<file path="config.mk">
export PLATFORM = sky130hd
export DESIGN_NAME = dsp_top
export DESIGN_NICKNAME = d
export VERILOG_FILES = /design/src/logic/dsp_isa_pkg.sv /design/src/logic/dsp_bus_pkg.sv /design/src/logic/dsp_rom_aau.sv /design/src/logic/dsp_ctrl.sv /design/src/logic/dsp_ram_aau.sv /design/src/logic/dsp_dau.sv /design/src/logic/dsp_pio.sv /design/src/logic/dsp_top.sv
export VERILOG_INCLUDE_DIRS = /design/src /design/src/logic
export SDC_FILE = /design/constraint.sdc
export NUM_CORES = 2
export LEC_CHECK = 0
export ABC_AREA = 1
export BUFFER_PORTS_ARGS = -buffer_cell sky130_fd_sc_hd__buf_2
export CAP_MARGIN = 20
export CORE_MARGIN = 2
export CORE_UTILIZATION = 45
export DETAILED_ROUTE_END_ITERATION = 7
export PLACE_DENSITY_LB_ADDON = 0.25
export SETUP_SLACK_MARGIN = 0.1
export SYNTH_ARGS = -nofsm -noshare
export SYNTH_HDL_FRONTEND = slang
export SYNTH_MEMORY_MAX_BITS = 65536
export SYNTH_SLANG_ARGS = --single-unit
</file>
<file path="constraint.sdc">
create_clock -name clk -period 16.9 [get_ports clk]
set_clock_uncertainty 0.1 [all_clocks]
set_input_delay 3.38 -clock clk [delete_from_list [all_inputs] [get_ports clk]]
set_output_delay 3.38 -clock clk [all_outputs]
set_load 0.1 [all_outputs]
</file>
<file path="src/logic/dsp_macros.svh">
// DSP core size macros
// Address widths for the program and data stores, plus the data path
// and accumulator widths shared by every unit of the core

`ifndef DSP_MACROS_SVH
`define DSP_MACROS_SVH

// Program store address, 256 instruction words
`define DSP_ROM_AW 8

// Data RAM address, 16 data words
`define DSP_RAM_AW 4

// Data word and instruction word
`define DSP_DATA_W 16

// Accumulator with guard bits over the 32-bit product
`define DSP_ACC_W 36

`endif

</file>
<file path="src/logic/dsp_isa_pkg.sv">
// DSP instruction set
// Opcodes, register codes and the two views of an instruction word

`include "dsp_macros.svh"

package dsp_isa_pkg;

    // Values 9 to 15 are illegal
    typedef enum logic [3:0] {
        NOP  = 4'd0,
        GOTO = 4'd1,
        LDI  = 4'd2,
        STR  = 4'd3,
        LDR  = 4'd4,
        MAC  = 4'd5,
        OUT  = 4'd6,
        HALT = 4'd7,
        CLR  = 4'd8
    } opcode_t;

    // Codes 6 and 7 are reserved
    typedef enum logic [2:0] {
        R0 = 3'd0,
        R1 = 3'd1,
        R2 = 3'd2,
        R3 = 3'd3,
        X  = 3'd4,
        Y  = 3'd5
    } reg_code_t;

    typedef struct packed {
        opcode_t     op;
        logic [11:0] ja;    // only the low ROM address bits matter
    } jump_view_t;

    typedef struct packed {
        opcode_t           op;
        reg_code_t         r_field;
        logic signed [8:0] imm;
    } data_view_t;

    // GOTO reads the jump view, everything else the data view
    typedef union packed {
        jump_view_t jmp;
        data_view_t dat;
    } instr_word_t;

endpackage

</file>
<file path="src/logic/dsp_bus_pkg.sv">
// DSP control buses
// Strobe bundles sent from the instruction decoder to the execution units

`include "dsp_macros.svh"

package dsp_bus_pkg;

    // Program sequencing
    typedef struct packed {
        logic                   jump;
        logic [`DSP_ROM_AW-1:0] jump_addr;
        logic                   halt;
    } fetch_ctl_t;

    // Pointer registers and data RAM
    typedef struct packed {
        logic                   ptr_load;
        logic [1:0]             ptr_sel;
        logic                   we;
        logic                   rd_use;
        logic [`DSP_RAM_AW-1:0] imm;
    } ram_ctl_t;

    // Data arithmetic unit
    typedef struct packed {
        logic                   x_load;
        logic                   y_load_imm;
        logic                   y_load_ram;
        logic                   mac;
        logic                   clr;
        logic [`DSP_DATA_W-1:0] imm;    // already sign extended
    } dau_ctl_t;

endpackage

</file>
<file path="src/logic/dsp_rom_aau.sv">
// ROM address unit
// Program counter sequencing and the 256-word program store. The store
// is loaded through the programming port while the core sits in reset
// and is read combinationally at the current program counter

`timescale 1ns/10ps

`include "dsp_macros.svh"

module dsp_rom_aau (
    input  logic                     clk,
    input  logic                     rst_n,
    input  logic                     clk_en,
    input  dsp_bus_pkg::fetch_ctl_t  fetch,
    input  logic [`DSP_ROM_AW-1:0]   prog_addr,
    input  logic [`DSP_DATA_W-1:0]   prog_data,
    input  logic                     prog_we,
    output dsp_isa_pkg::instr_word_t instr
);

    localparam int ROM_DEPTH = 1 << `DSP_ROM_AW;

    logic [`DSP_ROM_AW-1:0] pc;
    logic [`DSP_ROM_AW-1:0] pc_next;
    logic [`DSP_DATA_W-1:0] prog_mem [ROM_DEPTH];

    // Jump wins over the halt hold
    always_comb begin
        if (fetch.jump) begin
            pc_next = fetch.jump_addr;
        end else if (fetch.halt) begin
            pc_next = pc;
        end else begin
            pc_next = pc + 1'b1;    // wraps at the top of the store
        end
    end

    always_ff @(posedge clk) begin
        if (!rst_n) begin
            pc <= '0;
        end else if (clk_en) begin
            pc <= pc_next;
        end
    end

    // Programming port only accepted in reset
    always_ff @(posedge clk) begin
        if (!rst_n && prog_we) begin
            prog_mem[prog_addr] <= prog_data;
        end
    end

    assign instr = prog_mem[pc];

endmodule

</file>
<file path="src/logic/dsp_ctrl.sv">
// Instruction decoder
// Turns the current instruction word into load and select strobes for
// the execution units. Keeps the sticky halted and fault state

`timescale 1ns/10ps

`include "dsp_macros.svh"

module dsp_ctrl (
    input  logic                     clk,
    input  logic                     rst_n,
    input  logic                     clk_en,
    input  dsp_isa_pkg::instr_word_t instr,
    output dsp_bus_pkg::fetch_ctl_t  fetch,
    output dsp_bus_pkg::ram_ctl_t    ram_ctl,
    output dsp_bus_pkg::dau_ctl_t    dau_ctl,
    output logic                     out_load,
    output logic                     halted,
    output logic                     fault
);

    import dsp_isa_pkg::*;

    logic                   run;
    logic                   dec_goto;
    logic                   dec_ldi_ptr;
    logic                   dec_ldi_x;
    logic                   dec_ldi_y;
    logic                   dec_str;
    logic                   dec_ldr;
    logic                   dec_mac;
    logic                   dec_clr;
    logic                   dec_out;
    logic                   dec_halt;
    logic                   dec_bad;
    logic [`DSP_DATA_W-1:0] imm_ext;

    assign run = clk_en & ~halted;
    assign imm_ext = {{(`DSP_DATA_W-9){instr.dat.imm[8]}}, instr.dat.imm};

    always_comb begin
        dec_goto    = 1'b0;
        dec_ldi_ptr = 1'b0;
        dec_ldi_x   = 1'b0;
        dec_ldi_y   = 1'b0;
        dec_str     = 1'b0;
        dec_ldr     = 1'b0;
        dec_mac     = 1'b0;
        dec_clr     = 1'b0;
        dec_out     = 1'b0;
        dec_halt    = 1'b0;
        dec_bad     = 1'b0;
        case (instr.jmp.op)
            NOP:  ;
            GOTO: dec_goto = 1'b1;
            LDI: begin
                case (instr.dat.r_field)
                    R0, R1, R2, R3: dec_ldi_ptr = 1'b1;
                    X:              dec_ldi_x   = 1'b1;
                    Y:              dec_ldi_y   = 1'b1;
                    default:        dec_bad     = 1'b1;
                endcase
            end
            STR:  dec_str  = 1'b1;
            LDR:  dec_ldr  = 1'b1;
            MAC:  dec_mac  = 1'b1;
            OUT:  dec_out  = 1'b1;
            HALT: dec_halt = 1'b1;
            CLR:  dec_clr  = 1'b1;
            default: dec_bad = 1'b1;
        endcase
    end

    // Every strobe dies with clk_en low or once halted
    always_comb begin
        fetch.jump         = run & dec_goto;
        fetch.jump_addr    = instr.jmp.ja[`DSP_ROM_AW-1:0];
        fetch.halt         = halted | (run & (dec_halt | dec_bad));
        ram_ctl.ptr_load   = run & dec_ldi_ptr;
        ram_ctl.ptr_sel    = instr.dat.r_field[1:0];
        ram_ctl.we         = run & dec_str;
        ram_ctl.rd_use     = run & dec_ldr;
        ram_ctl.imm        = instr.dat.imm[`DSP_RAM_AW-1:0];
        dau_ctl.x_load     = run & dec_ldi_x;
        dau_ctl.y_load_imm = run & dec_ldi_y;
        dau_ctl.y_load_ram = run & dec_ldr;
        dau_ctl.mac        = run & dec_mac;
        dau_ctl.clr        = run & dec_clr;
        dau_ctl.imm        = imm_ext;
        out_load           = run & dec_out;
    end

    // Both flags are sticky until the next reset
    always_ff @(posedge clk) begin
        if (!rst_n) begin
            halted <= 1'b0;
            fault  <= 1'b0;
        end else if (run) begin
            if (dec_halt || dec_bad) begin
                halted <= 1'b1;
            end
            if (dec_bad) begin
                fault <= 1'b1;
            end
        end
    end

endmodule

</file>
<file path="src/logic/dsp_ram_aau.sv">
// RAM address unit
// Four pointer registers with post-increment and the 16-word data RAM.
// The selected pointer addresses the RAM for both stores and loads

`timescale 1ns/10ps

`include "dsp_macros.svh"

module dsp_ram_aau (
    input  logic                   clk,
    input  logic                   rst_n,
    input  logic                   clk_en,
    input  dsp_bus_pkg::ram_ctl_t  ctl,
    input  logic [`DSP_DATA_W-1:0] st_data,
    output logic [`DSP_DATA_W-1:0] ram_dout
);

    localparam int RAM_DEPTH = 1 << `DSP_RAM_AW;

    logic [`DSP_RAM_AW-1:0] ptr [4];
    logic [`DSP_RAM_AW-1:0] ram_addr;
    logic [`DSP_DATA_W-1:0] ram [RAM_DEPTH];

    assign ram_addr = ptr[ctl.ptr_sel];
    assign ram_dout = ram[ram_addr];

    // Pointers wrap naturally at the RAM size
    always_ff @(posedge clk) begin
        if (!rst_n) begin
            for (int i = 0; i < 4; i++) begin
                ptr[i] <= '0;
            end
        end else if (clk_en) begin
            if (ctl.ptr_load) begin
                ptr[ctl.ptr_sel] <= ctl.imm;
            end else if (ctl.we || ctl.rd_use) begin
                ptr[ctl.ptr_sel] <= ram_addr + 1'b1;
            end
        end
    end

    always_ff @(posedge clk) begin
        if (clk_en && ctl.we) begin
            ram[ram_addr] <= st_data;
        end
    end

endmodule

</file>
<file path="src/logic/dsp_dau.sv">
// Data arithmetic unit
// Holds x, y and accumulator a0. MAC multiplies x by y
// and adds the signed product into a0 on the same edge

`timescale 1ns/10ps

`include "dsp_macros.svh"

module dsp_dau (
    input  logic                   clk,
    input  logic                   rst_n,
    input  logic                   clk_en,
    input  dsp_bus_pkg::dau_ctl_t  ctl,
    input  logic [`DSP_DATA_W-1:0] ram_dout,
    output logic [`DSP_DATA_W-1:0] acc_dout
);

    logic signed [`DSP_DATA_W-1:0]   x;
    logic signed [`DSP_DATA_W-1:0]   y;
    logic signed [2*`DSP_DATA_W-1:0] prod;
    logic signed [`DSP_ACC_W-1:0]    a0;

    assign prod = x * y;

    always_ff @(posedge clk) begin
        if (!rst_n) begin
            x  <= '0;
            y  <= '0;
            a0 <= '0;
        end else if (clk_en) begin
            if (ctl.x_load) begin
                x <= ctl.imm;
            end
            if (ctl.y_load_imm) begin
                y <= ctl.imm;
            end else if (ctl.y_load_ram) begin
                y <= ram_dout;
            end
            if (ctl.clr) begin
                a0 <= '0;
            end else if (ctl.mac) begin
                // Product sign extended into the guard bits
                a0 <= a0 + {{(`DSP_ACC_W-2*`DSP_DATA_W){prod[2*`DSP_DATA_W-1]}}, prod};
            end
        end
    end

    assign acc_dout = a0[`DSP_DATA_W-1:0];

endmodule

</file>
<file path="src/logic/dsp_pio.sv">
// Parallel output port
// Latches the accumulator low word onto pbus_out and pulses pods_n low
// for one enabled cycle per OUT

`timescale 1ns/10ps

`include "dsp_macros.svh"

module dsp_pio (
    input  logic                   clk,
    input  logic                   rst_n,
    input  logic                   clk_en,
    input  logic                   out_load,
    input  logic [`DSP_DATA_W-1:0] acc_dout,
    output logic [`DSP_DATA_W-1:0] pbus_out,
    output logic                   pods_n
);

    always_ff @(posedge clk) begin
        if (!rst_n) begin
            pbus_out <= '0;
            pods_n   <= 1'b1;
        end else if (clk_en) begin
            // Strobe follows out_load, so back-to-back OUTs stay low
            pods_n <= ~out_load;
            if (out_load) begin
                pbus_out <= acc_dout;
            end
        end
    end

endmodule

</file>
<file path="src/logic/dsp_top.sv">
// DSP core top level
// Connects the decoder, the ROM and RAM address units, the data
// arithmetic unit and the parallel output port

`timescale 1ns/10ps

`include "dsp_macros.svh"

module dsp_top (
    input  logic                   clk,
    input  logic                   rst_n,
    input  logic                   clk_en,
    // ROM programming interface
    input  logic [`DSP_ROM_AW-1:0] prog_addr,
    input  logic [`DSP_DATA_W-1:0] prog_data,
    input  logic                   prog_we,
    // Parallel output
    output logic [`DSP_DATA_W-1:0] pbus_out,
    output logic                   pods_n,
    // Status
    output logic                   halted,
    output logic                   fault
);

    import dsp_isa_pkg::*;
    import dsp_bus_pkg::*;

    instr_word_t            instr;
    fetch_ctl_t             fetch;
    ram_ctl_t               ram_ctl;
    dau_ctl_t               dau_ctl;
    logic                   out_load;
    logic [`DSP_DATA_W-1:0] ram_dout;
    logic [`DSP_DATA_W-1:0] acc_dout;

    dsp_rom_aau u_rom_aau (
        .clk        ( clk       ),
        .rst_n      ( rst_n     ),
        .clk_en     ( clk_en    ),
        .fetch      ( fetch     ),
        .prog_addr  ( prog_addr ),
        .prog_data  ( prog_data ),
        .prog_we    ( prog_we   ),
        .instr      ( instr     )
    );

    dsp_ctrl u_ctrl (
        .clk        ( clk       ),
        .rst_n      ( rst_n     ),
        .clk_en     ( clk_en    ),
        .instr      ( instr     ),
        .fetch      ( fetch     ),
        .ram_ctl    ( ram_ctl   ),
        .dau_ctl    ( dau_ctl   ),
        .out_load   ( out_load  ),
        .halted     ( halted    ),
        .fault      ( fault     )
    );

    // Stores take the accumulator low word
    dsp_ram_aau u_ram_aau (
        .clk        ( clk       ),
        .rst_n      ( rst_n     ),
        .clk_en     ( clk_en    ),
        .ctl        ( ram_ctl   ),
        .st_data    ( acc_dout  ),
        .ram_dout   ( ram_dout  )
    );

    dsp_dau u_dau (
        .clk        ( clk       ),
        .rst_n      ( rst_n     ),
        .clk_en     ( clk_en    ),
        .ctl        ( dau_ctl   ),
        .ram_dout   ( ram_dout  ),
        .acc_dout   ( acc_dout  )
    );

    dsp_pio u_pio (
        .clk        ( clk       ),
        .rst_n      ( rst_n     ),
        .clk_en     ( clk_en    ),
        .out_load   ( out_load  ),
        .acc_dout   ( acc_dout  ),
        .pbus_out   ( pbus_out  ),
        .pods_n     ( pods_n    )
    );

endmodule

</file>
==> metrics list <==
* Run status: complete, no violations
- Buffers inserted to repair hold after CTS numbered 0.
* Post-route clock period utilization: a little over half
- VDD IR-drop max: roughly 150 uV
- Cells along the critical path: buf_12, buf_4, buf_4, buf_4, buf_4, nand2_1, nand3_1, nand3_1, nand3_1, nand3_1, nand3_1, nand3_1, nand2_1, nand2_1, nand2_4, nand2_4, nand2_4, buf_4, inv_2, ha_1, nand2_1, nor2_1, buf_4
- Worst Path Arrival: a little under 10 ns
- Gate family responsible for the most delay along the worst path: buffers and inverters
- Detailed placement finished with a half-perimeter wire length of between 300 and 400 mm.
- After detailed routing, the number of remaining DRC violations is 0.
- Post-synthesis instance area: around 180000 um^2
- Number of setup buffers added after CTS: 0
* Post-cts gate resize count: 0
- Placer Congestion: 0.896
- Unrepaired setup endpoints after global routing: no
- In this run the worst path has a maximum fanout of between 100 and 150.
- Count of clock tree sinks: 4444
- Worst relative slew slack: about a tenth
- The total overflow left after global routing is 0.
* Number of optimization iterations in the first detailed-route pass: 6
- Clock tree synthesis inserted a total of 448 buffers.
* Type of the worst setup path: flip-flop to flip-flop
* Number of setup violations in the final report: 0
- Total of max-cap violations: 0
- The first routing iteration left approximately 16000 violations.
- The finished cells cover a little over 200000 um^2.
- Among all cell types in the netlist, the one instantiated most often is sky130_fd_sc_hd__edfxtp_1.
* Metal2 WL: between 200 and 250 mm
- Area Overhead vs Synth: 11.3%
- Class of the worst hold path: flip-flop to flip-flop
* Synth Register Bits: ~4400
- Post-route core utilization: around half
- Buffers on Ports: 46
* Endpoint of the worst hold-timing path: u_pio.pods_n
- Synthesis instantiated 43 different standard cells from the library.
* Routed wire length on met3: approximately 51 mm
- Pin count of the biggest net entering global routing: around 190
- The placed instances occupy a cell area of 187000 um^2.
- After synthesis, the largest family of logic cells by area is simple AND/OR/NAND/NOR gates.
* CP endpoint kind: flip-flop
- The worst register-to-register path has a setup slack of 7.87 ns.
- TritonCTS clock tree: done
- Startpoint type of the worst setup path: flip-flop
- The number of cells on the worst reg-to-reg path is 23.
- Core Box Area: 400000 um^2
- After floorplanning, the core was divided into between 200 and 250 placement rows.
- Antenna violations before repair: 30
* Metal1 wirelength: between 200 and 250 mm
- Top post-synthesis cells by area: sky130_fd_sc_hd__edfxtp_1 73%, sky130_fd_sc_hd__o21ai_0 5.8%, sky130_fd_sc_hd__nor2_1 5.3%
* Via count of the first global-routing pass: about 110k
- For this run, the total global-route usage over all layers was measured as between 20% and 30%.
- Leakage: 0.0677 uW
- For the pin with the worst max-slew slack, the measured transition is 1.34 ns.
- Post-Synth Simple-Gate Area: 11.8%
- The number of nets handed over by synthesis was around 15000.
- Final WL: about 540 mm
* Starting utilization of the core area: around 45%
- Of the total synthesized cell area, the portion taken by XOR and XNOR cells is less than 1%.
* Placed insts: 19300
* H-tree levels: 5
- Total Negative Setup Slacks: 0 ns
- Portion of netlist area occupied by mux cells: 0%
- Among all flip-flop cells after synthesis, the most frequent one is sky130_fd_sc_hd__edfxtp_1.
- Slowest stage cell on the critical path: sky130_fd_sc_hd__dfxtp_4
- Topmost layer with routed signal wires: met5
- Die H: 638 um
- Number of vias per cell after detailed routing: slightly below 6
- The worst hold path passes through 2 cells.
- The Yosys step of the flow raised 0 warnings.
* Biggest area consumer among synthesized cells: sky130_fd_sc_hd__edfxtp_1
* Mapped Avg Cell Area: between 10 and 15 um^2
- In this run the remaining antenna-violating nets after routing total 0.
* Clock root cell: sky130_fd_sc_hd__clkbuf_16
- Ranking of synthesized cells by instance count: 4368 x sky130_fd_sc_hd__edfxtp_1, 2574 x sky130_fd_sc_hd__nor2_1, 2086 x sky130_fd_sc_hd__o21ai_0
- After clock tree synthesis, the clock-pin slew on the worst setup and hold paths is 0.06 ns.
- Proportion of synthesized chip area in sequential cells: 73.4%
* Total design power: slightly above 30000 uW
- For the worst setup path, the data required time is between 15 and 20 ns.
- Number of buffers and inverters on the critical path: 8
* Vias: approximately 120k
- Number of nets at the end of the flow: between 10000 and 15000
- The floorplan step defined a die boundary enclosing roughly 410000 um^2.
- For the finished layout, the period the worst path requires is between 9 and 10 ns.
- In the synthesized netlist the async set-or-reset flop fraction comes to 0%.
- Post-synthesis adder-cell area fraction: approximately 1.1%
- Counting flops with a built-in enable in the synthesized netlist gives 4368.
- For this run, the slowest stage of the critical path takes between 0.7 and 0.8 ns.
- Number of hold violations in the final report: 0
- The worst hold path begins at u_pio.pods_n.
- Post-synthesis compound-gate area fraction: between 10 and 15%
- The clock passes through at most 4 buffers.
- Max Clk Rate: 111 MHz
* First-pass GRT wire length: 775 mm
- Max-slew violation count: 0
* Final Non-Filler Cells: just over 20000
- The top cell type by area accounts for between 70 and 80% of the synthesized area.
* Routed len/inst: 26.7 um
* Synthesized instance count: 14500
- Filler Cell Count: 34300
* Share of cells above drive strength 1: 8.19%
- Die X: between 600 and 700 um
* I/O pin total: 47
* Critical R2R Capture: u_ram_aau.ram[10][2]
- P per Cell Area: around 150 nW/um^2
* Worst-skew pair later-pin latency: slightly above 1 ns
[metrics by stage]
step / hold slack, ns / worst slack [ns]
finish: 0.364 / 7.87
global placement: 0.355 / 8.12
floorplan: 0.402 / 11.11
CTS: 0.368 / 8.00
detailed placement: 0.353 / 8.06
global route: 0.401 / 7.32
[report_power, final]
part           switching [uW]  internal (uW)
logic                    6390           2090
registers                 158          12200
clock network            4250           5520
[cell families (layout without fill, tap and decap cells)]
logic type / count (synthesis) / after routing
buffers and inverters: 1379 / 1705
flip-flops: 4444 / 4444
AO/OA/AOI/OAI: 3341 / 3341
other: 0 / 21
XOR/XNOR: 33 / 33
adder cells (fa/ha/maj): 122 / 122
AND/OR/NAND/NOR: 5211 / 5211
[sequential cells by signal (all words and copies together), names as in the netlist, named ones only]
signal              flops
u_rom_aau.prog_mem   4096
u_ram_aau.ram         256
u_dau.a0               16
u_dau.y                16
u_pio.pbus_out         16
u_ram_aau.ptr          16
u_dau.x                 9
u_rom_aau.pc            8
u_ctrl.fault            1
u_ctrl.halted           1
u_pio.pods_n            1
[worst register-to-register path: stages, from the launching register on]
cell and delay, ns:
sky130_fd_sc_hd__dfxtp_4 0.77, sky130_fd_sc_hd__buf_12 0.52, sky130_fd_sc_hd__buf_4 0.69, sky130_fd_sc_hd__buf_4 0.71, sky130_fd_sc_hd__buf_4 0.66, sky130_fd_sc_hd__buf_4 0.67, sky130_fd_sc_hd__nand2_1 0.12, sky130_fd_sc_hd__nand3_1 0.11
sky130_fd_sc_hd__nand3_1 0.10, sky130_fd_sc_hd__nand3_1 0.10, sky130_fd_sc_hd__nand3_1 0.15, sky130_fd_sc_hd__nand3_1 0.28, sky130_fd_sc_hd__nand3_1 0.39, sky130_fd_sc_hd__nand2_1 0.23, sky130_fd_sc_hd__nand2_1 0.11, sky130_fd_sc_hd__nand2_4 0.17
sky130_fd_sc_hd__nand2_4 0.28, sky130_fd_sc_hd__nand2_4 0.61, sky130_fd_sc_hd__buf_4 0.80, sky130_fd_sc_hd__inv_2 0.36, sky130_fd_sc_hd__ha_1 0.29, sky130_fd_sc_hd__nand2_1 0.23, sky130_fd_sc_hd__nor2_1 0.07, sky130_fd_sc_hd__buf_4 0.22
[how the worst max path moves through the flow]
stage,end,slack [ns],depth (start not counted)
4_1_cts,u_ram_aau.ram[10][2],8.00,22
6_report,u_ram_aau.ram[10][2],7.87,23
3_3_place_gp,u_ram_aau.ram[14][11],8.12,23
2_1_floorplan,u_dau.a0[15],11.11,28
3_5_place_dp,u_ram_aau.ram[10][10],8.06,22
5_1_grt,u_ram_aau.ram[14][8],7.32,23
[metal layers]
metal / track usage (%) / vias up
met3: 4.84 / 829
met5: 0 / -
met2: 40.2 / 5676
li1: - / 52800
met1: 36.3 / 59700
met4: 8.26 / 10
[cell type report]
type | count | area (um^2) | area share (%)
inverter | 353 | 1360 | 0.676
sequential | 4444 | 133000 | 66.0
timing repair buffer | 523 | 4290 | 2.13
clock buffer | 561 | 11800 | 5.86
clock inverter | 268 | 2500 | 1.24
multi-input combinational | 8707 | 41900 | 20.8
tap | 5265 | 6590 | 3.27
antenna | 21 | 52.6 | 0.0261
[cells in the final DEF, fill, tap and decap left out, types with 13 or more instances in the layout]
master	n
sky130_fd_sc_hd__ha_1	53
sky130_fd_sc_hd__clkinv_2	76
sky130_fd_sc_hd__bufinv_16	38
sky130_fd_sc_hd__clkbuf_16	452
sky130_fd_sc_hd__nand2_1	1479
sky130_fd_sc_hd__buf_4	444
sky130_fd_sc_hd__nor2_2	14
sky130_fd_sc_hd__clkbuf_1	103
sky130_fd_sc_hd__diode_2	21
sky130_fd_sc_hd__fa_1	69
sky130_fd_sc_hd__buf_2	31
sky130_fd_sc_hd__inv_1	336
sky130_fd_sc_hd__nand2_2	18
sky130_fd_sc_hd__clkinv_1	112
sky130_fd_sc_hd__o32ai_1	31
sky130_fd_sc_hd__edfxtp_1	4368
sky130_fd_sc_hd__clkinvlp_4	13
sky130_fd_sc_hd__o22ai_1	1034
sky130_fd_sc_hd__nor2_1	2559
sky130_fd_sc_hd__buf_12	22
sky130_fd_sc_hd__nand3_1	1030
sky130_fd_sc_hd__buf_8	20
sky130_fd_sc_hd__a21oi_1	80
sky130_fd_sc_hd__o21ai_0	2086
sky130_fd_sc_hd__o21ai_1	95
sky130_fd_sc_hd__xor2_1	21
sky130_fd_sc_hd__nand3b_1	76
sky130_fd_sc_hd__dfxtp_1	70
sky130_fd_sc_hd__inv_6	13
Note: power is estimated with default switching activity, not from simulation.
